**config.mk**
```make
export PLATFORM = sky130hd
export DESIGN_NAME = cam_msg_top
export DESIGN_NICKNAME = d
export VERILOG_FILES = /design/src/hw/cam_pkg.sv /design/src/hw/cam_msg_top.sv /design/src/hw/msg_desc_fifo.sv /design/src/hw/cam_cntrl.sv /design/src/hw/cam.sv /design/src/hw/cam_range_encoder.sv
export VERILOG_INCLUDE_DIRS = /design/src /design/src/include
export SDC_FILE = /design/constraint.sdc
export NUM_CORES = 2
export LEC_CHECK = 0
export BUFFER_PORTS_ARGS = -buffer_cell sky130_fd_sc_hd__buf_2
export CAP_MARGIN = 20
export CORE_ASPECT_RATIO = 1.2
export CORE_MARGIN = 3
export CORE_UTILIZATION = 60
export DETAILED_ROUTE_END_ITERATION = 6
export PLACE_DENSITY_LB_ADDON = 0.15
export SLEW_MARGIN = 0
export SYNTH_ARGS = -nofsm -noshare
export SYNTH_HDL_FRONTEND = slang
export SYNTH_SLANG_ARGS = --single-unit
```
**constraint.sdc**
```tcl
create_clock -name clk -period 7.5 [get_ports clk]
set_input_delay 0.75 -clock clk [delete_from_list [all_inputs] [get_ports clk]]
set_output_delay 0.75 -clock clk [all_outputs]
set_load 0.1 [all_outputs]
```
**src/include/cam_macros.svh**
```systemverilog
`ifndef CAM_MACROS_SVH
`define CAM_MACROS_SVH

// width of a stored word and of a search tag.
`define CAM_DATA_WIDTH 32

// width of an entry index.
// the CAM holds one entry for every index value, so 5 bits give 32 entries.
`define CAM_ADDR_WIDTH 5

// number of message descriptors the queue can hold.
// the queue needs this to be a power of two.
`define MSG_FIFO_DEPTH 4

`endif
```
**src/hw/cam_pkg.sv**
```systemverilog
`include "cam_macros.svh"

package cam_pkg;

	// one stored word, or the tag a search looks for.
	typedef logic [`CAM_DATA_WIDTH-1:0] cam_data_t;

	// index of one CAM entry.
	typedef logic [`CAM_ADDR_WIDTH-1:0] cam_addr_t;

	// a finished message is described by the write pointer at its start
	// and at its end strobe.
	typedef struct packed {
		cam_addr_t start_addr;
		cam_addr_t end_addr;
	} msg_desc_t;

endpackage

```
**src/hw/cam_msg_top.sv**
```systemverilog
`timescale 1ns/1ps

`include "cam_macros.svh"

module cam_msg_top (
	input  logic                clk,
	input  logic                rst,

	input  logic                wr_cs_i,
	input  logic                wr_en_i,
	input  cam_pkg::cam_data_t  data_i,
	input  logic                start_message_i,
	input  logic                end_message_i,
	input  cam_pkg::cam_data_t  find_tag_i,
	input  logic                search_tag_i,
	input  cam_pkg::cam_addr_t  start_index_i,
	input  cam_pkg::cam_addr_t  end_index_i,
	input  logic                pop_i,

	output cam_pkg::cam_addr_t  start_addr_o,
	output cam_pkg::cam_addr_t  end_addr_o,
	output logic                store_start_o,
	output logic                store_end_o,
	output logic                tag_match_o,
	output cam_pkg::cam_addr_t  index_value_o,
	output logic                search_done_o,
	output logic                full_o,
	output cam_pkg::msg_desc_t  desc_o,
	output logic                desc_empty_o,
	output logic                desc_overflow_o
);

	import cam_pkg::*;

	msg_desc_t push_desc;

	cam_cntrl u_cntrl (
		.clk             (clk),
		.rst             (rst),
		.wr_cs_i         (wr_cs_i),
		.wr_en_i         (wr_en_i),
		.data_i          (data_i),
		.start_message_i (start_message_i),
		.end_message_i   (end_message_i),
		.find_tag_i      (find_tag_i),
		.search_tag_i    (search_tag_i),
		.start_index_i   (start_index_i),
		.end_index_i     (end_index_i),
		.start_addr_o    (start_addr_o),
		.end_addr_o      (end_addr_o),
		.store_start_o   (store_start_o),
		.store_end_o     (store_end_o),
		.tag_match_o     (tag_match_o),
		.index_value_o   (index_value_o),
		.search_done_o   (search_done_o),
		.full_o          (full_o)
	);

	// while store_end is high both addresses already hold the finished message.
	assign push_desc.start_addr = start_addr_o;
	assign push_desc.end_addr   = end_addr_o;

	msg_desc_fifo #(
		.entry_t (msg_desc_t),
		.DEPTH   (`MSG_FIFO_DEPTH)
	) u_desc_fifo (
		.clk         (clk),
		.rst         (rst),
		.push_i      (store_end_o),
		.push_data_i (push_desc),
		.pop_i       (pop_i),
		.data_o      (desc_o),
		.empty_o     (desc_empty_o),
		.overflow_o  (desc_overflow_o)
	);

endmodule

```
**src/hw/msg_desc_fifo.sv**
```systemverilog
`timescale 1ns/1ps

module msg_desc_fifo #(
	parameter type entry_t = logic,
	parameter int  DEPTH   = 4
) (
	input  logic   clk,
	input  logic   rst,
	input  logic   push_i,
	input  entry_t push_data_i,
	input  logic   pop_i,
	output entry_t data_o,
	output logic   empty_o,
	output logic   overflow_o
);

	localparam int PTR_W = (DEPTH > 1) ? $clog2(DEPTH) : 1;

	entry_t           slots [DEPTH];
	logic [PTR_W-1:0] rd_ptr;
	logic [PTR_W-1:0] wr_ptr;
	logic [PTR_W:0]   count;
	logic             full;
	logic             do_pop;
	logic             do_push;

	assign full    = (count == (PTR_W+1)'(DEPTH));
	assign empty_o = (count == '0);

	// a pop makes room, so a push into a full queue that is popped
	// in the same cycle still goes in.
	assign do_pop  = pop_i && !empty_o;
	assign do_push = push_i && (!full || do_pop);

	// the head slot is shown only while there is something in it.
	assign data_o = empty_o ? entry_t'('0) : slots[rd_ptr];

	always_ff @(posedge clk) begin
		if (do_push) begin
			slots[wr_ptr] <= push_data_i;
		end
	end

	// DEPTH is a power of two, so the pointers wrap on their own.
	always_ff @(posedge clk or posedge rst) begin
		if (rst) begin
			rd_ptr <= '0;
			wr_ptr <= '0;
			count  <= '0;
		end else begin
			if (do_push) begin
				wr_ptr <= wr_ptr + 1'b1;
			end
			if (do_pop) begin
				rd_ptr <= rd_ptr + 1'b1;
			end
			if (do_push && !do_pop) begin
				count <= count + 1'b1;
			end else if (do_pop && !do_push) begin
				count <= count - 1'b1;
			end
		end
	end

	// a lost descriptor is remembered until reset.
	always_ff @(posedge clk or posedge rst) begin
		if (rst) begin
			overflow_o <= 1'b0;
		end else if (push_i && !do_push) begin
			overflow_o <= 1'b1;
		end
	end

endmodule

```
**src/hw/cam_cntrl.sv**
```systemverilog
`timescale 1ns/1ps

module cam_cntrl (
	input  logic               clk,
	input  logic               rst,

	input  logic               wr_cs_i,
	input  logic               wr_en_i,
	input  cam_pkg::cam_data_t data_i,
	input  logic               start_message_i,
	input  logic               end_message_i,

	input  cam_pkg::cam_data_t find_tag_i,
	input  logic               search_tag_i,
	input  cam_pkg::cam_addr_t start_index_i,
	input  cam_pkg::cam_addr_t end_index_i,

	output cam_pkg::cam_addr_t start_addr_o,
	output cam_pkg::cam_addr_t end_addr_o,
	output logic               store_start_o,
	output logic               store_end_o,
	output logic               tag_match_o,
	output cam_pkg::cam_addr_t index_value_o,
	output logic               search_done_o,
	output logic               full_o
);

	import cam_pkg::*;

	cam_addr_t wr_ptr;
	logic      wr_accept;
	logic      end_take;

	// writes are blocked for good once every entry has been filled.
	assign wr_accept = wr_cs_i && wr_en_i && !full_o;

	// a start strobe hides an end strobe in the same cycle.
	assign end_take = end_message_i && !start_message_i;

	// after the last entry the pointer wraps to zero, but no write follows.
	always_ff @(posedge clk or posedge rst) begin
		if (rst) begin
			wr_ptr <= '0;
		end else if (wr_accept) begin
			wr_ptr <= wr_ptr + 1'b1;
		end
	end

	always_ff @(posedge clk or posedge rst) begin
		if (rst) begin
			full_o <= 1'b0;
		end else if (wr_accept && (wr_ptr == '1)) begin
			full_o <= 1'b1;
		end
	end

	// boundaries take the pointer as it was before a write at the same edge.
	always_ff @(posedge clk or posedge rst) begin
		if (rst) begin
			start_addr_o <= '0;
			end_addr_o   <= '0;
		end else if (start_message_i) begin
			start_addr_o <= wr_ptr;
		end else if (end_take) begin
			end_addr_o <= wr_ptr;
		end
	end

	always_ff @(posedge clk or posedge rst) begin
		if (rst) begin
			store_start_o <= 1'b0;
			store_end_o   <= 1'b0;
		end else begin
			store_start_o <= start_message_i;
			store_end_o   <= end_take;
		end
	end

	cam u_cam (
		.clk            (clk),
		.rst            (rst),
		.write_i        (wr_accept),
		.write_index_i  (wr_ptr),
		.write_data_i   (data_i),
		.search_i       (search_tag_i),
		.search_data_i  (find_tag_i),
		.start_i        (start_index_i),
		.end_i          (end_index_i),
		.search_valid_o (tag_match_o),
		.search_index_o (index_value_o),
		.search_done_o  (search_done_o)
	);

endmodule

```
**src/hw/cam.sv**
```systemverilog
`timescale 1ns/1ps

`include "cam_macros.svh"

module cam (
	input  logic               clk,
	input  logic               rst,

	input  logic               write_i,
	input  cam_pkg::cam_addr_t write_index_i,
	input  cam_pkg::cam_data_t write_data_i,

	input  logic               search_i,
	input  cam_pkg::cam_data_t search_data_i,
	input  cam_pkg::cam_addr_t start_i,
	input  cam_pkg::cam_addr_t end_i,

	output logic               search_valid_o,
	output cam_pkg::cam_addr_t search_index_o,
	output logic               search_done_o
);

	import cam_pkg::*;

	localparam int NUM_ENTRIES = (1 << `CAM_ADDR_WIDTH);

	cam_data_t              entry_data [NUM_ENTRIES];
	logic [NUM_ENTRIES-1:0] entry_valid;
	logic [NUM_ENTRIES-1:0] match_vec;
	logic                   enc_hit;
	cam_addr_t              enc_index;

	// a word counts only once its valid bit is set.
	always_ff @(posedge clk) begin
		if (write_i) begin
			entry_data[write_index_i] <= write_data_i;
		end
	end

	always_ff @(posedge clk or posedge rst) begin
		if (rst) begin
			entry_valid <= '0;
		end else if (write_i) begin
			entry_valid[write_index_i] <= 1'b1;
		end
	end

	// every entry is compared in parallel against the tag.
	// a write at the same edge only lands after the compare has been sampled.
	always_comb begin
		for (int i = 0; i < NUM_ENTRIES; i++) begin
			match_vec[i] = entry_valid[i] && (entry_data[i] == search_data_i);
		end
	end

	cam_range_encoder #(
		.NUM_ENTRIES (NUM_ENTRIES)
	) u_range_encoder (
		.match_i (match_vec),
		.start_i (start_i),
		.end_i   (end_i),
		.hit_o   (enc_hit),
		.index_o (enc_index)
	);

	// the result is held until the next search and the done flag is a one-cycle pulse.
	always_ff @(posedge clk or posedge rst) begin
		if (rst) begin
			search_valid_o <= 1'b0;
			search_index_o <= '0;
		end else if (search_i) begin
			search_valid_o <= enc_hit;
			search_index_o <= enc_index;
		end
	end

	always_ff @(posedge clk or posedge rst) begin
		if (rst) begin
			search_done_o <= 1'b0;
		end else begin
			search_done_o <= search_i;
		end
	end

endmodule

```
**src/hw/cam_range_encoder.sv**
```systemverilog
`timescale 1ns/1ps

`include "cam_macros.svh"

module cam_range_encoder #(
	parameter int NUM_ENTRIES = (1 << `CAM_ADDR_WIDTH)
) (
	input  logic [NUM_ENTRIES-1:0] match_i,
	input  cam_pkg::cam_addr_t     start_i,
	input  cam_pkg::cam_addr_t     end_i,
	output logic                   hit_o,
	output cam_pkg::cam_addr_t     index_o
);

	import cam_pkg::*;

	logic [NUM_ENTRIES-1:0] window_mask;
	logic [NUM_ENTRIES-1:0] masked_match;

	// an entry is inside the window when start <= i <= end.
	// an inverted window leaves every bit clear, which gives no hit.
	always_comb begin
		for (int i = 0; i < NUM_ENTRIES; i++) begin
			window_mask[i] = (cam_addr_t'(i) >= start_i) && (cam_addr_t'(i) <= end_i);
		end
	end

	assign masked_match = match_i & window_mask;

	// scan from the top down so the last bit taken is the lowest one set.
	always_comb begin
		hit_o   = 1'b0;
		index_o = '0;
		for (int i = NUM_ENTRIES - 1; i >= 0; i--) begin
			if (masked_match[i]) begin
				hit_o   = 1'b1;
				index_o = cam_addr_t'(i);
			end
		end
	end

endmodule

```
==> results.md <==
- CTS H-Tree Depth: 3
- Total grt overflow: 0
- Die height: 316 microns
- First-pass GRT wire length: 216 mm
- Mux share of post-synthesis cell area: 0.705%
- Placed cell area: 49,800 sq um
- Post-synth EDFFs: 1,064
- Relative slew slack: 17.1%
- Internal: 0.0110 W
- Sw power: 0.00412 W
- Clock Tree Root: clkbuf_16
- Critical path type: in2reg
- Fmax: 246 MHz
- Leakage power: 17.6 nW
- Largest net degree at the start of global routing: 53
- Status: finished with violations
- Cells after Synth: 2,999
- Synth Area in XOR/XNOR: 18.6%
- Post-route minimum period: 4060 ps
- Worst slew pin tran: 1240 ps
- FF+latch count, synth: 1,129
- Crit Path Max Fanout: 21
- Endpoints failing setup: 0
- Final RePlAce weighted congestion: 0.914
- Antenna Nets Post-Route: 0
- Initial core utilization: 61.1%
- Total GRT Usage: 37.6%
- Adder-Cell Fraction of Synth Area: 0.303%
- Final WS setup: 3440 ps
- Netlist cell types: 63
- Nets: 3,275
- Vias in the first global route: 28,400
- Total Routed Length: 157 mm
- Vias per cell: 6.69
- Finished layout cell area: 53,400 sq um
- Class of the worst hold path: in2reg
- Peak VDD IR: 346 uV
- Pwr Total: 0.0151 W
- CP Cell Sequence: buf_2, buf_4, xnor2_1, nand4_1, nor3_1, nand3_1, a211oi_1, o21ai_1, a31oi_1, o211ai_1, a21oi_1, o2111ai_1, a22oi_1
- Post CTS Setup Buffer Count: 0
- Clock Skew: 29.9 ps
- Vias post-DR: 28,800
- Sequential fraction of the synthesis area: 70.1%
- Fin crit share: 54.1%
- Crit start category: primary input
- CTS Buffer Depth: 3
- Synth Area in Compound Gates: 1.42%
- Critical path endpoint category: flip-flop
- CP max stage delay: 720 ps
- DRC violations left: 3
- Core area: 78,500 sq um
- Synth Flop Type: edfxtp_1
- Reg clk slew, reported paths: 60 ps
- RSZ-0062 raised after global routing: no
- Asr flop ratio synth: 5.76%
- Worst-Skew Late Latency: 700 ps
- TNS Setup: 0 ps
- Final HPWL DP: 89.4 mm
- Critical path required time: 8100 ps
- Num rows: 112
- Sw Share: 27.3%
- Drt first pass iters: 7
- Die area: 83,300 sq um
- Io pins: 114
- CTS tree: done
- DR WL/cell: 36.5 microns
- Num CTS Buffers: 108
- Final hold slack: 283 ps
- Die W: 264 microns
- Layout cells sized above 1: 14.4%
- Synthesized area: 47,900 sq um
- Clk pwr share: 36.8%
- CP max-delay cell: buf_4
- Port Buf Inserts: 113
- WP data arrival: 4660 ps
- Sequential Power Share: 49.7%
- Largest family of logic cells by synthesized area: XOR/XNOR gates
- Final Hold Fails: 0
- Slew Limit Fails: 0
- Synth Area in Simple Gates: 6.60%
- Initial antenna violation count: 7
- Power Density: 283 nW/um^2
- CTS Sinks: 1,129
- Mean Syn Cell Area: 16.0 sq um
- Combinational share of power: 13.5%
- Synth warn: 0
- Area grow syn2layout: 11.5%
- Failing checks: DRC
- DRT iter0 DRCs: 4,464
- MaxCap Viol Count: 0
- Dpl ws: 2930 ps
- Reg-to-reg slack, setup: 4260 ps
- Post-Syn Nets: 3,092
-- kinds of logic after synthesis --
family | count (synthesis)
buf+inv | 180
flops | 1129
mux | 20
simple gates | 549
xor+xnor | 1014
compound gates | 96
fa+ha+maj | 11
-- flip-flops by register name, summed over array words and instances (netlist names), 3 cells and up --
| register | flops |
|---|---|
| u_cntrl.u_cam.entry_data | 1024 |
| u_desc_fifo.count | 3 |
| u_cntrl.u_cam.search_index_o | 5 |
| u_cntrl.end_addr_o | 5 |
| u_desc_fifo.slots | 40 |
| u_cntrl.wr_ptr | 5 |
| u_cntrl.start_addr_o | 5 |
| u_cntrl.u_cam.entry_valid | 32 |
-- worst max-delay path, delay by kind of cell --
kind                      cells  cell delay, ps
AOI/OAI and AO/OA             7            1350
buffers and inverters         2            1290
xor gates and xnor gates      1             200
and+or+nand+nor               3            1030
-- power groups by stage --
| stage | clock network (W) | registers (W) | logic [W] |
|---|---|---|---|
| 2_1_floorplan | 0 | 0.00773 | 0.00117 |
| 3_3_place_gp | 0 | 0.00761 | 0.00197 |
| 3_5_place_dp | 0 | 0.00762 | 0.00201 |
| 4_1_cts | 0.00557 | 0.00749 | 0.00202 |
| 5_1_grt | 0.00581 | 0.00752 | 0.00210 |
| 6_report | 0.00556 | 0.00750 | 0.00204 |
-- synthesized netlist by cell type (11+ instances only) --
library cell | count | area (sq um)
a21oi_1 | 17 | 85.1
buf_6 | 33 | 372
inv_1 | 34 | 128
o2111ai_1 | 11 | 96.3
nor4_1 | 146 | 913
nand2_1 | 38 | 143
o21ai_0 | 19 | 95.1
edfxtp_1 | 1064 | 32000
buf_4 | 25 | 188
nand4_1 | 146 | 913
buf_2 | 62 | 310
xnor2_1 | 508 | 4450
nor2b_1 | 11 | 68.8
nand3_1 | 37 | 185
xor2_1 | 504 | 4410
dfrtp_1 | 65 | 1630
nor2_1 | 57 | 214
or2_2 | 36 | 225
clkbuf_1 | 21 | 78.8
nor3_1 | 27 | 135
-- layer usage --
metal / vias to the layer above / global-route usage (%) / wire length (microns)
li1: 11300 / - / -
met1: 14500 / 50.0 / 54500
met2: 2372 / 59.2 / 72300
met3: 537 / 8.46 / 20800
met4: 4 / 18.5 / 9300
met5: - / 0 / 21
-- worst paths after layout --
path,startpoint,to,cells after the start
max,find_tag_i[18],u_cntrl.u_cam.search_index_o[1],13
min,start_message_i,u_cntrl.store_start_o,1
max reg2reg,u_cntrl.u_cam.entry_data[14][30],u_cntrl.u_cam.search_index_o[0],10
min reg2reg,u_cntrl.u_cam.entry_valid[11],u_cntrl.u_cam.entry_valid[11],1
max in group asynchronous,rst,u_cntrl.u_cam.entry_valid[26],4
min in group asynchronous,rst,u_cntrl.u_cam.entry_valid[9],3
-- final cells by class --
| class | count | area, sq um |
|---|---|---|
| Clock buffer | 143 | 2980 |
| Multi-Input combinational cell | 1690 | 13300 |
| Sequential cell | 1129 | 33600 |
| Timing Repair Buffer | 218 | 1490 |
| Antenna cell | 2 | 5.00 |
| Fill cell | 5253 | 25100 |
| Inverter | 35 | 134 |
| Clock inverter | 58 | 601 |
| Tap cell | 1026 | 1280 |
-- per-stage QoR --
| step | cells | util, % |
|---|---|---|
| floorplan | 2999 | - |
| global placement | 4088 | 63.2 |
| detailed placement | 4096 | 63.5 |
| CTS | 4298 | 68.0 |
| global route | 4300 | 68.1 |
| finish | 4301 | 68.1 |
-- cells in the final DEF (no fill, tap or decap), types with 5 or more instances in the layout --
master     instances
nand2_1           38
nor4_1           146
nand2b_1           5
clkbuf_1          24
clkinv_1          20
clkbuf_8           8
xnor2_1          508
clkinv_2          20
and3_1             7
nor3_1            27
nor2b_1           11
nand3_1           37
nor2_1            25
mux4_2            10
bufinv_16         12
o2111ai_1         11
dfrtp_1           65
buf_4             93
nor2_2            26
nor2_4             6
nand4_1          146
ha_1              10
mux2_2            10
buf_2            113
or3_1              6
buf_12            11
xor2_1           504
and2_1            10
o21ai_0           19
edfxtp_1        1064
inv_1             33
o2bb2ai_1          5
a21oi_1           17
or2_2             36
or4_1              7
clkbuf_16        111
-- timing repair --
action | 4_1_cts | 5_1_grt
resized for setup | 0 | 0
hold endpoints to repair | 9 | 0
hold buffers | 1 | 0
No activity file was read; power rests on OpenSTA's default activity.
